### src/logic/raster_params.svh
`ifndef RASTER_PARAMS_SVH
`define RASTER_PARAMS_SVH

////////////////////
// Geometry
////////////////////

// Signed vertex coordinate width
`define COORD_W 12

// Screen size in pixels
`define FB_W 32
`define FB_H 32

// Address covers FB_W * FB_H
`define FB_ADDR_W 10

////////////////////
// Pixel format
////////////////////

`define COLOR_W 8

`endif
### src/logic/raster_pkg.sv
`default_nettype none

`include "raster_params.svh"

package raster_pkg;

    // Vertex coordinate, screen space
    typedef logic signed [`COORD_W-1:0] coord_t;

    // Edge function value, wide enough for the coordinate products
    typedef logic signed [31:0] edge_t;

    typedef logic [`COLOR_W-1:0] color_t;

    // Row times FB_W plus column
    typedef logic [`FB_ADDR_W-1:0] fb_addr_t;

    typedef enum logic [1:0]
    {
        RS_IDLE,
        RS_ROW,
        RS_SPAN,
        RS_DONE
    } raster_state_t;

    typedef enum logic [1:0]
    {
        OWN_NONE,
        OWN_HOST,
        OWN_RASTER
    } fb_owner_t;

endpackage

`default_nettype wire

### src/logic/fb_arbiter.sv
`timescale 1ns/10ps
`default_nettype none

module fb_arbiter
(
    input  wire                       clk,
    input  wire                       reset,
    input  wire                       host_req,
    input  wire                       host_we,
    input  wire raster_pkg::fb_addr_t host_addr,
    input  wire raster_pkg::color_t   host_wdata,
    output logic                      host_rvalid,
    input  wire                       pix_req,
    input  wire raster_pkg::fb_addr_t pix_addr,
    input  wire raster_pkg::color_t   pix_color,
    output logic                      pix_gnt,
    output logic                      mem_en,
    output logic                      mem_we,
    output raster_pkg::fb_addr_t      mem_addr,
    output raster_pkg::color_t        mem_wdata
);

    import raster_pkg::*;

    fb_owner_t owner;

    // Host always wins
    always_comb
    begin
        if (host_req)
            owner = OWN_HOST;
        else if (pix_req)
            owner = OWN_RASTER;
        else
            owner = OWN_NONE;
    end

    assign pix_gnt = (owner == OWN_RASTER);

    always_comb
    begin
        mem_en    = (owner != OWN_NONE);
        mem_we    = 1'b0;
        mem_addr  = host_addr;
        mem_wdata = host_wdata;
        if (owner == OWN_HOST)
            mem_we = host_we;
        else if (owner == OWN_RASTER)
        begin
            mem_we    = 1'b1;
            mem_addr  = pix_addr;
            mem_wdata = pix_color;
        end
    end

    // Read data comes out of the memory one cycle later
    always_ff @(posedge clk)
    begin
        if (reset)
            host_rvalid <= 1'b0;
        else
            host_rvalid <= (owner == OWN_HOST) && !host_we;
    end

endmodule

`default_nettype wire

### config.mk
export PLATFORM = sky130hd
export DESIGN_NAME = fb_arbiter
export DESIGN_NICKNAME = d
export VERILOG_FILES = /design/src/logic/raster_pkg.sv /design/src/logic/fb_arbiter.sv
export VERILOG_INCLUDE_DIRS = /design/src /design/src/logic
export SDC_FILE = /design/constraint.sdc
export NUM_CORES = 1
export LEC_CHECK = 0
export BUFFER_PORTS_ARGS = -buffer_cell sky130_fd_sc_hd__buf_2
export CELL_PAD_IN_SITES_DETAIL_PLACEMENT = 0
export CELL_PAD_IN_SITES_GLOBAL_PLACEMENT = 1
export CORE_MARGIN = 2
export CORE_UTILIZATION = 17
export CTS_BUF_LIST = sky130_fd_sc_hd__clkbuf_2
export DETAILED_ROUTE_END_ITERATION = 7
export PLACE_DENSITY_LB_ADDON = 0.25
export SYNTH_ARGS = -nofsm -noshare
export SYNTH_HDL_FRONTEND = slang
export SYNTH_SLANG_ARGS = --single-unit
### constraint.sdc
create_clock -name clk -period 2.3 [get_ports clk]
set_clock_uncertainty 0.15 [all_clocks]
set_input_delay 0.46 -clock clk [delete_from_list [all_inputs] [get_ports clk]]
set_output_delay 0.46 -clock clk [all_outputs]
set_load 0.05 [all_outputs]
---- After elaboration in Yosys (flattened, before gate mapping) ----
Cells that the tools add are included.
storage, ports and cells
  flip-flop bits (word level) ............. 1
cells by class
  reductions and logical operators ........ 3
  multiplexer cells ....................... 8
  equal/unequal tests ..................... 2
operators with widths
  cell                count
  $mux 10             2
  $mux 8              2
  $mux 2              2
  $eq 2x1->1 const B  1
  $eq 2x2->1 const B  1
  $mux 1              2
  $reduce_bool 2->1   1
  $logic_and 1x1->1   1
  $logic_not 1->1     1

---- Longest topological paths before layout ----
  depth in word-level cells ............... 5
  gate-level depth with buffers ........... 3
  mapped depth without buffers ............ 2

---- Worst setup path after synthesis ----
OpenSTA, ideal clock, no wires.
  path type ............................... input to output
  start ................................... input host_req
  end ..................................... output mem_addr[7]
  data required time ...................... 1.690 ns
  arrival ................................. 1.117 ns
  setup slack ............................. 0.573 ns
  stages on the path ...................... 3
  cell sequence ........................... nand2b_4 buf_6 mux2_4
between the ends
  longest elaborated chain between the ends .. 4
  elaborated cells between the ends (all ways) .. 5
  classes of those cells .................. 2 x eq/ne; 3 x mux
ends and longest elaborated chain
  element      line              text
  from (decl)  fb_arbiter.sv:8   input wire host_req,
  $mux 2 (*)   fb_arbiter.sv:30  if (host_req)
  $eq 2x2->1   fb_arbiter.sv:48  else if (owner == OWN_RASTER)
  $mux 10      fb_arbiter.sv:48
  $mux 10 (*)  fb_arbiter.sv:46  if (owner == OWN_HOST)
  to (decl)    fb_arbiter.sv:19  output raster_pkg::fb_addr_t mem_addr,
Mark *: on every way between the ends. The rest lies on a longest branch, timed or not.

---- Final worst setup path ----
  start ................................... input host_req
  end ..................................... output mem_wdata[0]
between the ends
  longest elaborated chain between the ends .. 4
  elaborated cells between the ends (all ways) .. 5
  classes of those cells .................. 2 x eq/ne; 3 x mux
ends and longest elaborated chain
  element     line              text
  $mux 2 (*)  fb_arbiter.sv:30
  $eq 2x2->1  fb_arbiter.sv:48
  $mux 8      fb_arbiter.sv:48
  $mux 8 (*)  fb_arbiter.sv:46
  to (decl)   fb_arbiter.sv:20  output raster_pkg::color_t mem_wdata
Marks and branches as above.

==> results.txt <==
The run finished with clean final reports. The adder and majority cell fraction of the synthesized area is 0. The first detailed-routing pass took 2 iterations.

The power per cell area came out at 362 nW/um^2. The register with the most flip-flops in the final layout is host_rvalid. After synthesis the cells add up to 352 um^2. After detailed routing, the number of vias per cell comes to ~3.8.

Row generation in the floorplan step produced 16 rows. The count of instances resized after the clock tree is built is 0. The fraction of the mapped netlist area in compound gates came out at 0. Data on the critical path is required at its endpoint by 1690 ps.

The combinational group share of total power is 0.924. For this run, the post-layout net count is 130. The most used standard cell by instance count after synthesis is sky130_fd_sc_hd__mux2_4. The sum of negative setup slack is 0 ps. The number of antenna violations at the first check in global routing was 0. After synthesis, the most frequently instantiated cells are sky130_fd_sc_hd__mux2_4, sky130_fd_sc_hd__buf_6, sky130_fd_sc_hd__nand2_1.

The pre-CTS worst setup slack came out at 212 ps. Setup violations remaining at the end of the flow were counted as 0. The area added between synthesis and finish came out at 91.5%. The class of the tightest hold or removal check is input pin to register.

Of the total power, the share spent switching nets is 0.585. The worst slack on hold paths is just under 500 ps. The antenna diode instance count is 0. In the synthesized netlist the dominant register cell turns out to be sky130_fd_sc_hd__dfxtp_1. The effective utilization at floorplan came out at 0.179. The largest registers in the layout are host_rvalid x1.

The layout has 223 filler cells. The number of pins exceeding their max-slew limit in the final report came out at 0. From left edge to right edge, the die measures 49.5 um.

The maximum number of pins on one net before global-route repair came out at 21. The share of flip-flops with an asynchronous set or reset came out at 0. The number of buffer cells added on primary ports is just over 60.

The flip-flop count of the largest register, all copies and words added came out at 1. The post-route fraction of the period consumed by the critical path came out at 0.902. Data arrives at the worst endpoint at 1470 ps. The time the worst path needs with I/O delays and setup came out at 2080 ps. The critical path is of the input pin to output port type. sky130_fd_sc_hd__mux2_4 takes more of the synthesized area than any other cell.

Yosys printed 0 warnings. Clock-pin slew was measured on the worst setup and hold paths at 0 ps. The internal cell power is 101 uW. In the final routed layout, each cell accounts on average for 13.3 um. In this run, synthesis inferred 0 flip-flops with an integrated enable. The core box area is 1960 um^2. Of the post-synthesis cell area, the dominant cell type holds 0.769. The floorplan step set the die height to 49.5 um. The post-CTS setup buffer count came out at 0. The category of the worst setup path capture point is an output port.

In the post-route analysis, the smallest setup slack over all paths is 225 ps. The total net switching power came out at 143 uW. The static leakage power came out at 0.441 nW. The cell count after synthesis is 27.

Setup repair after global routing left no endpoint under its margin. The number of hold violations in the final report is 0. The post-route total power came out at 244 uW. The floorplan step defined a die boundary enclosing between 2000 and 2500 um^2. The multi-input combinational cells in the finished layout cover a total of 305 um^2. Summing over every cut layer, the via total after detailed routing is 435.

In this run, synthesis produced a sequential element count of 1. For this run the aggregate overflow at the end of global routing stands at 0. Max-cap violations in this run came to 0.

The number of DRC violations after detailed routing is 0. Headroom to the max-slew limit came out at 0.759. The wire length of the first global-routing pass is between 2 and 2.5 mm. The final wirelength came out at 1.52 mm. Synthesis instantiated 8 different standard cells from the library. The mux cell area share after synthesis is 0.769.

After synthesis, the largest family of logic cells by area is multiplexers. After the first detailed-routing iteration, the DRC count stood at 1. The final estimated routing congestion in global placement is 0.707. Of the total synthesized cell area, the portion taken by AND, OR, NAND and NOR gates is 0.0996.

During I/O placement, the number of pins put on the boundary was between 60 and 70. Of all nets on the critical path, the largest fanout is 20. In the final layout, the share of cells above drive strength 1 is 0.943. A synthesized cell averages 13.0 um^2. Timing would allow up to 482 MHz. The share of total power dissipated in sequential elements is 0.076. The number of nets still failing antenna checks after routing is 0. The part of the power in the clock network is 0.

When the netlist entered floorplanning its net count stood at 68. The slew at the pin with the worst max-slew slack came out at about 360 ps. The total area of sequential cells came out at 20.0 um^2. Across the VDD grid, the largest voltage drop is 180 uV. For this design, the CTS-stage hold fixing added 0 buffers. STA classifies the critical path startpoint as an input pin. The part of the Yosys area used for sequential elements came out at 0.0569.

The xor and xnor fraction of the mapped netlist area came out at 0. The via count of the first global-routing pass came out at about 430. Yosys attributes the largest share of cell area to sky130_fd_sc_hd__mux2_4, sky130_fd_sc_hd__buf_6, sky130_fd_sc_hd__dfxtp_1, sky130_fd_sc_hd__nand2b_4, sky130_fd_sc_hd__nand2_1.

Measured on the finished design, the core utilization comes to 0.343. The total track usage came out at 0.117.
## logic make-up (layout without fill, tap and decap cells)
kind of cell	count (synthesis)	count (layout)
buf+inv	3	63
simple gates	5	5
flops	1	1
mux	18	18
## cell type report
| cell class | count | area share |
|---|---|---|
| inverters | 1 | 0.00558 |
| repair buffers | 62 | 0.461 |
| multi-input cells | 23 | 0.454 |
| flip-flops and latches | 1 | 0.0297 |
| well taps | 27 | 0.0502 |
## cells in the final DEF, fill, tap and decap left out
cell type | netlist | final
sky130_fd_sc_hd__or2_2 | 1 | 1
sky130_fd_sc_hd__buf_2 | 0 | 62
sky130_fd_sc_hd__nand2_1 | 2 | 2
sky130_fd_sc_hd__inv_1 | 1 | 1
sky130_fd_sc_hd__dfxtp_1 | 1 | 1
sky130_fd_sc_hd__mux2_4 | 18 | 18
sky130_fd_sc_hd__nand2b_4 | 1 | 1
sky130_fd_sc_hd__nor3b_1 | 1 | 1
## worst max-delay path: stages
cell and delay, ps:
sky130_fd_sc_hd__buf_2 100, sky130_fd_sc_hd__nand2b_4 350, sky130_fd_sc_hd__mux2_4 330, sky130_fd_sc_hd__buf_2 210
## final timing paths
kind | endpoint | startpoint | depth (start not counted)
min | host_rvalid | reset | 2
max | mem_wdata[0] | host_req | 4
## metrics by stage
stage / area [um^2] / std cells
2_1_floorplan: 352 / 27
4_1_cts: 673 / 114
5_1_grt: 673 / 114
3_3_place_gp: 673 / 114
3_5_place_dp: 673 / 114
6_report: 673 / 114
## power groups by stage
stage | clock network (mW) | logic (mW) | registers [mW]
after floorplan | 0 | 0.164 | 0.0211
after global placement | 0 | 0.226 | 0.0185
after detailed placement | 0 | 0.227 | 0.0185
after CTS | 0 | 0.227 | 0.0185
after global routing | 0 | 0.235 | 0.0187
final | 0 | 0.225 | 0.0185
## per-layer routing
layer / up-vias / track usage / share of wire
met1: 182 / 0.123 / 0.36
met5: - / 0 / 0
met4: 0 / 0 / 0
met2: 35 / 0.230 / 0.50
met3: 0 / 0.0455 / 0.15
li1: 218 / - / -
Note: power is estimated with default switching activity, not from simulation.
