--- src/logic/raster_params.svh ---
`ifndef RASTER_PARAMS_SVH
`define RASTER_PARAMS_SVH

////////////////////
// Geometry
////////////////////

// Signed vertex coordinate width
`define COORD_W 12

// Screen size in pixels
`define FB_W 32
`define FB_H 32

// Address covers FB_W * FB_H
`define FB_ADDR_W 10

////////////////////
// Pixel format
////////////////////

`define COLOR_W 8

`endif
--- src/logic/raster_pkg.sv ---
`default_nettype none

`include "raster_params.svh"

package raster_pkg;

    // Vertex coordinate, screen space
    typedef logic signed [`COORD_W-1:0] coord_t;

    // Edge function value, wide enough for the coordinate products
    typedef logic signed [31:0] edge_t;

    typedef logic [`COLOR_W-1:0] color_t;

    // Row times FB_W plus column
    typedef logic [`FB_ADDR_W-1:0] fb_addr_t;

    typedef enum logic [1:0]
    {
        RS_IDLE,
        RS_ROW,
        RS_SPAN,
        RS_DONE
    } raster_state_t;

    typedef enum logic [1:0]
    {
        OWN_NONE,
        OWN_HOST,
        OWN_RASTER
    } fb_owner_t;

endpackage

`default_nettype wire

--- src/logic/edge_walker.sv ---
`timescale 1ns/10ps
`default_nettype none

`include "raster_params.svh"

module edge_walker
(
    input  wire                       clk,
    input  wire                       reset,
    input  wire                       setup_valid,
    input  wire                       box_empty,
    input  wire raster_pkg::coord_t   min_x,
    input  wire raster_pkg::coord_t   max_x,
    input  wire raster_pkg::coord_t   min_y,
    input  wire raster_pkg::coord_t   max_y,
    input  wire raster_pkg::edge_t    dx0,
    input  wire raster_pkg::edge_t    dy0,
    input  wire raster_pkg::edge_t    dx1,
    input  wire raster_pkg::edge_t    dy1,
    input  wire raster_pkg::edge_t    dx2,
    input  wire raster_pkg::edge_t    dy2,
    input  wire raster_pkg::edge_t    e0_init,
    input  wire raster_pkg::edge_t    e1_init,
    input  wire raster_pkg::edge_t    e2_init,
    input  wire raster_pkg::color_t   color_q,
    output logic                      pix_req,
    output raster_pkg::fb_addr_t      pix_addr,
    output raster_pkg::color_t        pix_color,
    input  wire                       pix_gnt,
    output logic                      busy,
    output logic                      done
);

    import raster_pkg::*;

    raster_state_t state;
    coord_t        x_cnt;
    coord_t        y_cnt;
    edge_t         row_e [3];
    edge_t         cur_e [3];
    edge_t         step_x [3];
    edge_t         step_y [3];
    logic          covered;
    logic          advance;
    logic          last_x;
    logic          last_y;

    // Right step adds dy, row step subtracts dx
    assign step_x = '{dy0, dy1, dy2};
    assign step_y = '{dx0, dx1, dx2};

    assign covered = (cur_e[0] >= 0) && (cur_e[1] >= 0) && (cur_e[2] >= 0);

    // Uncovered pixels never wait on the arbiter
    assign advance = !covered || pix_gnt;
    assign last_x  = (x_cnt == max_x);
    assign last_y  = (y_cnt == max_y);

    assign pix_req   = (state == RS_SPAN) && covered;
    assign pix_addr  = fb_addr_t'(y_cnt * `FB_W + x_cnt);
    assign pix_color = color_q;

    assign busy = setup_valid || (state != RS_IDLE);
    assign done = (state == RS_DONE);

    ////////////////////
    // Scan FSM
    ////////////////////

    always_ff @(posedge clk)
    begin
        if (reset)
            state <= RS_IDLE;
        else
        begin
            case (state)
                RS_IDLE:
                    if (setup_valid)
                        state <= box_empty ? RS_DONE : RS_ROW;
                RS_ROW:
                    state <= RS_SPAN;
                RS_SPAN:
                    if (advance && last_x)
                        state <= last_y ? RS_DONE : RS_ROW;
                default:
                    state <= RS_IDLE;
            endcase
        end
    end

    ////////////////////
    // Counters and edge values
    ////////////////////

    always_ff @(posedge clk)
    begin
        if (state == RS_IDLE && setup_valid)
        begin
            y_cnt <= min_y;
            row_e <= '{e0_init, e1_init, e2_init};
        end
        else if (state == RS_ROW)
        begin
            x_cnt <= min_x;
            cur_e <= row_e;
        end
        else if (state == RS_SPAN && advance)
        begin
            x_cnt <= x_cnt + coord_t'(1);
            for (int i = 0; i < 3; i++)
                cur_e[i] <= cur_e[i] + step_x[i];
            if (last_x)
            begin
                y_cnt <= y_cnt + coord_t'(1);
                for (int i = 0; i < 3; i++)
                    row_e[i] <= row_e[i] - step_y[i];
            end
        end
    end

endmodule

`default_nettype wire

--- config.mk ---
export PLATFORM = sky130hd
export DESIGN_NAME = edge_walker
export DESIGN_NICKNAME = d
export VERILOG_FILES = /design/src/logic/raster_pkg.sv /design/src/logic/edge_walker.sv
export VERILOG_INCLUDE_DIRS = /design/src /design/src/logic
export SDC_FILE = /design/constraint.sdc
export NUM_CORES = 1
export LEC_CHECK = 0
export BUFFER_PORTS_ARGS = -buffer_cell sky130_fd_sc_hd__buf_2
export CORE_UTILIZATION = 46
export CTS_BUF_LIST = sky130_fd_sc_hd__clkbuf_4
export DETAILED_ROUTE_END_ITERATION = 8
export GPL_TIMING_DRIVEN = 0
export PLACE_DENSITY_LB_ADDON = 0.12
export REMOVE_ABC_BUFFERS = 1
export SLEW_MARGIN = 20
export SYNTH_ARGS = -nofsm -noshare
export SYNTH_HDL_FRONTEND = slang
export SYNTH_SLANG_ARGS = --single-unit
--- constraint.sdc ---
create_clock -name clk -period 13.1 [get_ports clk]
set_input_delay 0 -clock clk [delete_from_list [all_inputs] [get_ports clk]]
set_output_delay 0 -clock clk [all_outputs]
set_load 0.01 [all_outputs]
Word level (Yosys, flattened, before mapping)
Cells that the tools add are included.

Mux-type cells: 17. $lt $le $gt $ge: 3. Equality and inequality tests: 8. Reduce and logical (&&, ||, !) cells: 17. Add/subtract/negate cells: 9. Bitwise logic cells: 1.

Operator list (number): $mux 96 (6); $add 32x32->32 (3); $ge 32x1->1 const B (3); $sub 32x32->32 (3); $mux 12 (6); $add 12x2->12 const B (2); $eq 12x12->1 (2); $add 10x10->10 (1); $mux 2 (4); $reduce_bool 2->1 (4); $logic_and 1x1->1 (6); $ne 2x2->1 const B (3); $pmux 2 s3 (1); $eq 2x2->1 const B (2); $reduce_and 2->1 (2); $reduce_and 3->1 (1); $eq 2x1->1 const B (1); $logic_not 2->1 (1); $logic_or 1x1->1 (2); $logic_not 1->1 (1); $not 1->1 (1).

Word-level logic and storage cells: 64. Output and inout bits: 21. Flip-flop bits (word level): 218. Input port bits: 349.

Logic depth before layout (Yosys ltp)
Depth after elaboration: 9. Mapped depth: 12. Gate-level depth less buffers: 12.

Worst setup path after synthesis
No wires, ideal clock.

Kind: register to register. Start: register state[0]. End: register cur_e[0] in the netlist's numbering (enable). Arrival: 8.104 ns. Slack: 4.272 ns. Clock period less this slack: 8.828 ns. Data required time: 12.376 ns. Stages on the path, launching flop included: 3. Library setup time: 0.724 ns. Path buffers: 0. Cell sequence: dfxtp_1 nand2b_1 o21ai_0.

Longest elaborated chain between the ends: 4. Elaborated cells on any way between the ends: 8. Those cells by class: 2 x eq/ne; 1 x bitwise; 5 x reduce/logical.

Ends and longest elaborated chain: start, declared (RTL line edge_walker.sv:36) `raster_state_t state;`; start signal, assigned (RTL line edge_walker.sv:79) `state <= box_empty ? RS_DONE : RS_ROW;`; start signal, assigned (RTL line edge_walker.sv:84) `state <= last_y ? RS_DONE : RS_ROW;`; $eq 2x2->1 / $logic_not 2->1 (equally long branches) (RTL line edge_walker.sv:107, edge_walker.sv:97); $logic_and 1x1->1, on equally long branches (RTL line edge_walker.sv:107, edge_walker.sv:97); $reduce_bool 2->1 (no line) / $not 1->1 (equally long branches); $reduce_and 2->1 (no line) (*); end signal, assigned (RTL line edge_walker.sv:105) `cur_e <= row_e;`; end signal, assigned by index (RTL line edge_walker.sv:111) `cur_e[i] <= cur_e[i] + step_x[i];`; end, declared (RTL line edge_walker.sv:40) `edge_t cur_e [3];`.

Every way passes the cells marked *; elsewhere a longest branch is shown, timed or not. A chain may end at the register's enable or synchronous reset.

Worst setup path after layout
Start: register cur_e[64] in the netlist's numbering. End: register cur_e[94] in the netlist's numbering (data pin).

Longest elaborated chain between the ends: 3.

Ends and longest elaborated chain: $add 32x32->32 (RTL line edge_walker.sv:111); $mux 96 (RTL line edge_walker.sv:107) `else if (state == RS_SPAN && advance)`; $mux 96 (RTL line edge_walker.sv:102) `else if (state == RS_ROW)`.

No other way between the ends. The select of a mux whose other input is x is not followed.

==> results.sh <==
export IMPL_outcome="completed"
export IMPL_critPathLaunchType="flip-flop"
export IMPL_syn_mean_instance_area_um2=8.56
export IMPL_place_inst=3108
export IMPL_clk_pin_slew_ns=0.06
export IMPL_holdCritStartpoint="color_q[0]"
export IMPL_start_util=0.468
export IMPL_final_max_slew_violation_count=0
export IMPL_switchingPower_mw=1.90
export IMPL_grtUsageTotal=0.272
export IMPL_io_buffers=353
export IMPL_cts_buffers_inserted=69
export IMPL_finish_instance_area_mm2=0.0266
export IMPL_switching_share=0.399
export IMPL_worstReg2RegStart="cur_e[64]"
export IMPL_synthFlopType="sky130_fd_sc_hd__edfxtp_1"
export IMPL_slowest_delay_ns=0.55
export IMPL_area_of_the_mapped_netlist_mm2=0.0197
export IMPL_yosysWarningCount=0
export IMPL_async_reset_ff_frac=0
export IMPL_place_congestion=0.911
export IMPL_cts_root_buf="sky130_fd_sc_hd__clkbuf_4"
export IMPL_routed_wire_length_per_instance_um=16.8
export IMPL_grt_overflow=0
export IMPL_arrival_ns=4.57
export IMPL_timing_setup_critical_path_class="flip-flop to flip-flop"
export IMPL_cts_tree="yes"
export IMPL_finalCoreUtilization=0.631
export IMPL_dpl_worst_slack_ns=9.52
export IMPL_max_vdd_ir_drop_mv=0.0990
export IMPL_post_route_cells_drive_above_1_share=0.168
export IMPL_grt_start_max_net_pins=64
export IMPL_vias_in_the_first_global_route=19734
export IMPL_grt_first_pass_wirelength_um=95800
export IMPL_clkPwrFrac=0.146
export IMPL_setup_worst_path_end_class="flip-flop"
export IMPL_layout_area_overhead_vs_synth_pct=34.7
export IMPL_path_cells="ha_1 -> fa_1 -> a211oi_1 -> nor2_1 -> a2111oi_0 -> nor2_1 -> a311o_1 -> a21o_1 -> a221oi_2 -> xor2_1 -> dlygate4sd3_1 -> o21ai_0"
export IMPL_internal_power_mw=2.86
export IMPL_p_per_area_mw_per_mm2=179
export IMPL_final_min_period_over_clock_period=0.315
export IMPL_setup_viol=0
export IMPL_total_routed_length_um=60300
export IMPL_floorplan_die_height_um=209
export IMPL_core_rowCount=75
export IMPL_postRouteAntennaNets=0
export IMPL_max_slew_worst_pin_slew_ns=0.775
export IMPL_yosys_area_top_type_share=0.329
export IMPL_yosys_cell_types_count=80
export IMPL_hpwl_um=43800
export IMPL_worst_hold_path_type="input port to primary output"
export IMPL_ctsHtreeMaxLevel=3
export IMPL_ios=370
export IMPL_area_of_the_multi_input_gates_mm2=0.0123
export IMPL_worst_endpoint_required_ns=13.55
export IMPL_dr_total_vias=19596
export IMPL_max_slew_margin_rel=0.479
export IMPL_final_common_cell="sky130_fd_sc_hd__buf_2"
export IMPL_fp_dieArea_mm2=0.0437
export IMPL_fin_ws_ns=8.98
export IMPL_seqCellArea_mm2=0.00653
export IMPL_relative_contribution_of_sequential_cells_to_total_power=0.266
export IMPL_worst_skew_pair_late_latency_ns=0.74
export IMPL_die_w_um=209
export IMPL_total_leakage_power_nw=11.7
export IMPL_maxClockFrequency_mhz=243
export IMPL_core_region_area_mm2=0.0421
export IMPL_crit_slowest_cell="sky130_fd_sc_hd__dlygate4sd3_1"
export IMPL_synth_edf_count=216
export IMPL_drt_iter0_drc=1065
export IMPL_numClockSinks=218
export IMPL_drv_cap=0
export IMPL_critical_path_most_common_cell="sky130_fd_sc_hd__nor2_1"
export IMPL_layout_common_cells="sky130_fd_sc_hd__buf_2 (353), sky130_fd_sc_hd__dlygate4sd3_1 (346), sky130_fd_sc_hd__a21oi_1 (281)"
export IMPL_fill_count=3665
export IMPL_rsz0062_at_grt="no"
export IMPL_cts_buffer_depth=3
export IMPL_final_setup_skew_ns=0.0510
export IMPL_drt_drc_violations_left=0
export IMPL_postPlaceCellArea_mm2=0.0222
export IMPL_synthTopCellsByArea="sky130_fd_sc_hd__edfxtp_1 (33%), sky130_fd_sc_hd__ha_1 (12%), sky130_fd_sc_hd__a21oi_1 (7.1%), sky130_fd_sc_hd__xnor2_1 (5.1%), sky130_fd_sc_hd__o21ai_0 (4.7%)"
export IMPL_cp_startpoint="cur_e[64]"
export IMPL_netlist_top_cell_by_area="sky130_fd_sc_hd__edfxtp_1"
export IMPL_ys_seq_elements=218
export IMPL_logic_pwr_share=0.588
export IMPL_nets=3534
export IMPL_initial_antenna_violation_count=20
export IMPL_timing_final_hold_violations=0
export IMPL_critPathBufInv=1
export IMPL_routed_via_density=5.46
export IMPL_layout_cells_non_filler=3588
export IMPL_period_needed_ns=4.12
export IMPL_crit_family="compound AO/OA/AOI/OAI gates"
export IMPL_proportion_of_synthesized_chip_area_in_sequential_cells=0.331
export IMPL_worstPathMaxFanout=4
export IMPL_netlist_instances=2305
export IMPL_firstDrtPassIters=5
cells by family (layout without fill, tap and decap cells):
| kind of cell | after synthesis | after routing | share of synthesized area |
|---|---|---|---|
| simple gates | 645 | 645 | 0.147 |
| flops | 218 | 218 | 0.331 |
| other cells | 0 | 15 | 0 |
| xor+xnor | 212 | 212 | 0.0941 |
| compound gates | 782 | 782 | 0.248 |
| fa+ha+maj | 199 | 199 | 0.129 |
| buf+inv | 246 | 975 | 0.0493 |
| mux | 3 | 3 | 0.00152 |
power by group through the flow:
stage,clock network (mW),registers (mW),logic (mW)
after floorplan,0,1.27,1.83
after global placement,0,1.33,2.31
after detailed placement,0,1.28,2.39
after CTS,0.727,1.26,2.75
after global routing,0.760,1.29,3.09
final,0.697,1.26,2.80
worst reg2reg max path, delay by kind of cell (launching register included):
family                   cells  cell delay, ns
AO/OA/AOI/OAI                6            1.74
XOR/XNOR                     1            0.15
adder cells (fa/ha/maj)      2            0.69
buffers and inverters        1            0.55
flip-flops                   1            0.37
AND/OR/NAND/NOR              2            0.36
what timing repair did:
action,4_1_cts,5_1_grt
resized for setup,0,0
hold buffers,346,0
buffers inserted,0,0
endpoints found under the hold margin,246,0
setup endpoints to repair,0,0
metrics by stage:
| stage | power [mW] | hold WS (ns) | setup TNS [ns] |
|---|---|---|---|
| floorplan | 3.10 | 0 | 0 |
| global placement | 3.64 | 0.000115 | -1134.29 |
| detailed placement | 3.66 | 0.000115 | 0 |
| CTS | 4.74 | 0.000115 | 0 |
| global route | 5.14 | 0.0000719 | 0 |
| finish | 4.76 | 0.0000802 | 0 |
sequential cells by signal (all words and copies together), names as in the netlist:
| register | flops |
|---|---|
| x_cnt | 12 |
| row_e | 96 |
| cur_e | 96 |
| state | 2 |
| y_cnt | 12 |
cells in the mapped netlist, drive strengths merged, types with 4 or more instances:
cell and n:
or3 7, o21bai 29, clkbuf 85, a221oi 5, a211o 6, nand3b 4
nor2b 13, and2 6, a21boi 7, nor3b 7, a31oi 13, ha 192
o21ai 191, or2 5, inv 139, o41ai 5, nand4 35, a41oi 4
a311oi 4, edfxtp 216, fa 7, nand2b 24, a211oi 31, and4 7
nor4 8, o21a 22, and3 19, a21o 110, nor3 22, o31ai 19
xnor2 116, o31a 8, o22ai 4, nand2 208, nor2 232, nand3 40
buf 22, a21oi 282, xor2 96, o211ai 9, a2111oi 6
area by class of cell:
type                       count  share of cell area
clock buffer                 102              0.0288
clock inverter                17             0.00348
timing repair buffer         717               0.214
antenna                       15             0.00141
tap                          539              0.0254
inverter                     139              0.0196
sequential                   218               0.246
multi-input combinational   1841               0.462
layer usage:
metal / GRT usage / share of wire
met5: 0 / 0.0010
met3: 0.0496 / 0.060
met2: 0.473 / 0.49
met1: 0.324 / 0.42
met4: 0.124 / 0.031
final timing paths:
| kind | end | slack, ns | depth (start not counted) |
|---|---|---|---|
| worst max-delay path | cur_e[94] | 8.98 | 12 |
| worst min-delay path | pix_color[0] | 0.00008 | 0 |
| worst max register to register | cur_e[94] | 8.98 | 12 |
| worst min register to register | cur_e[72] | 0.56 | 2 |
Note: power is estimated with default switching activity, not from simulation.
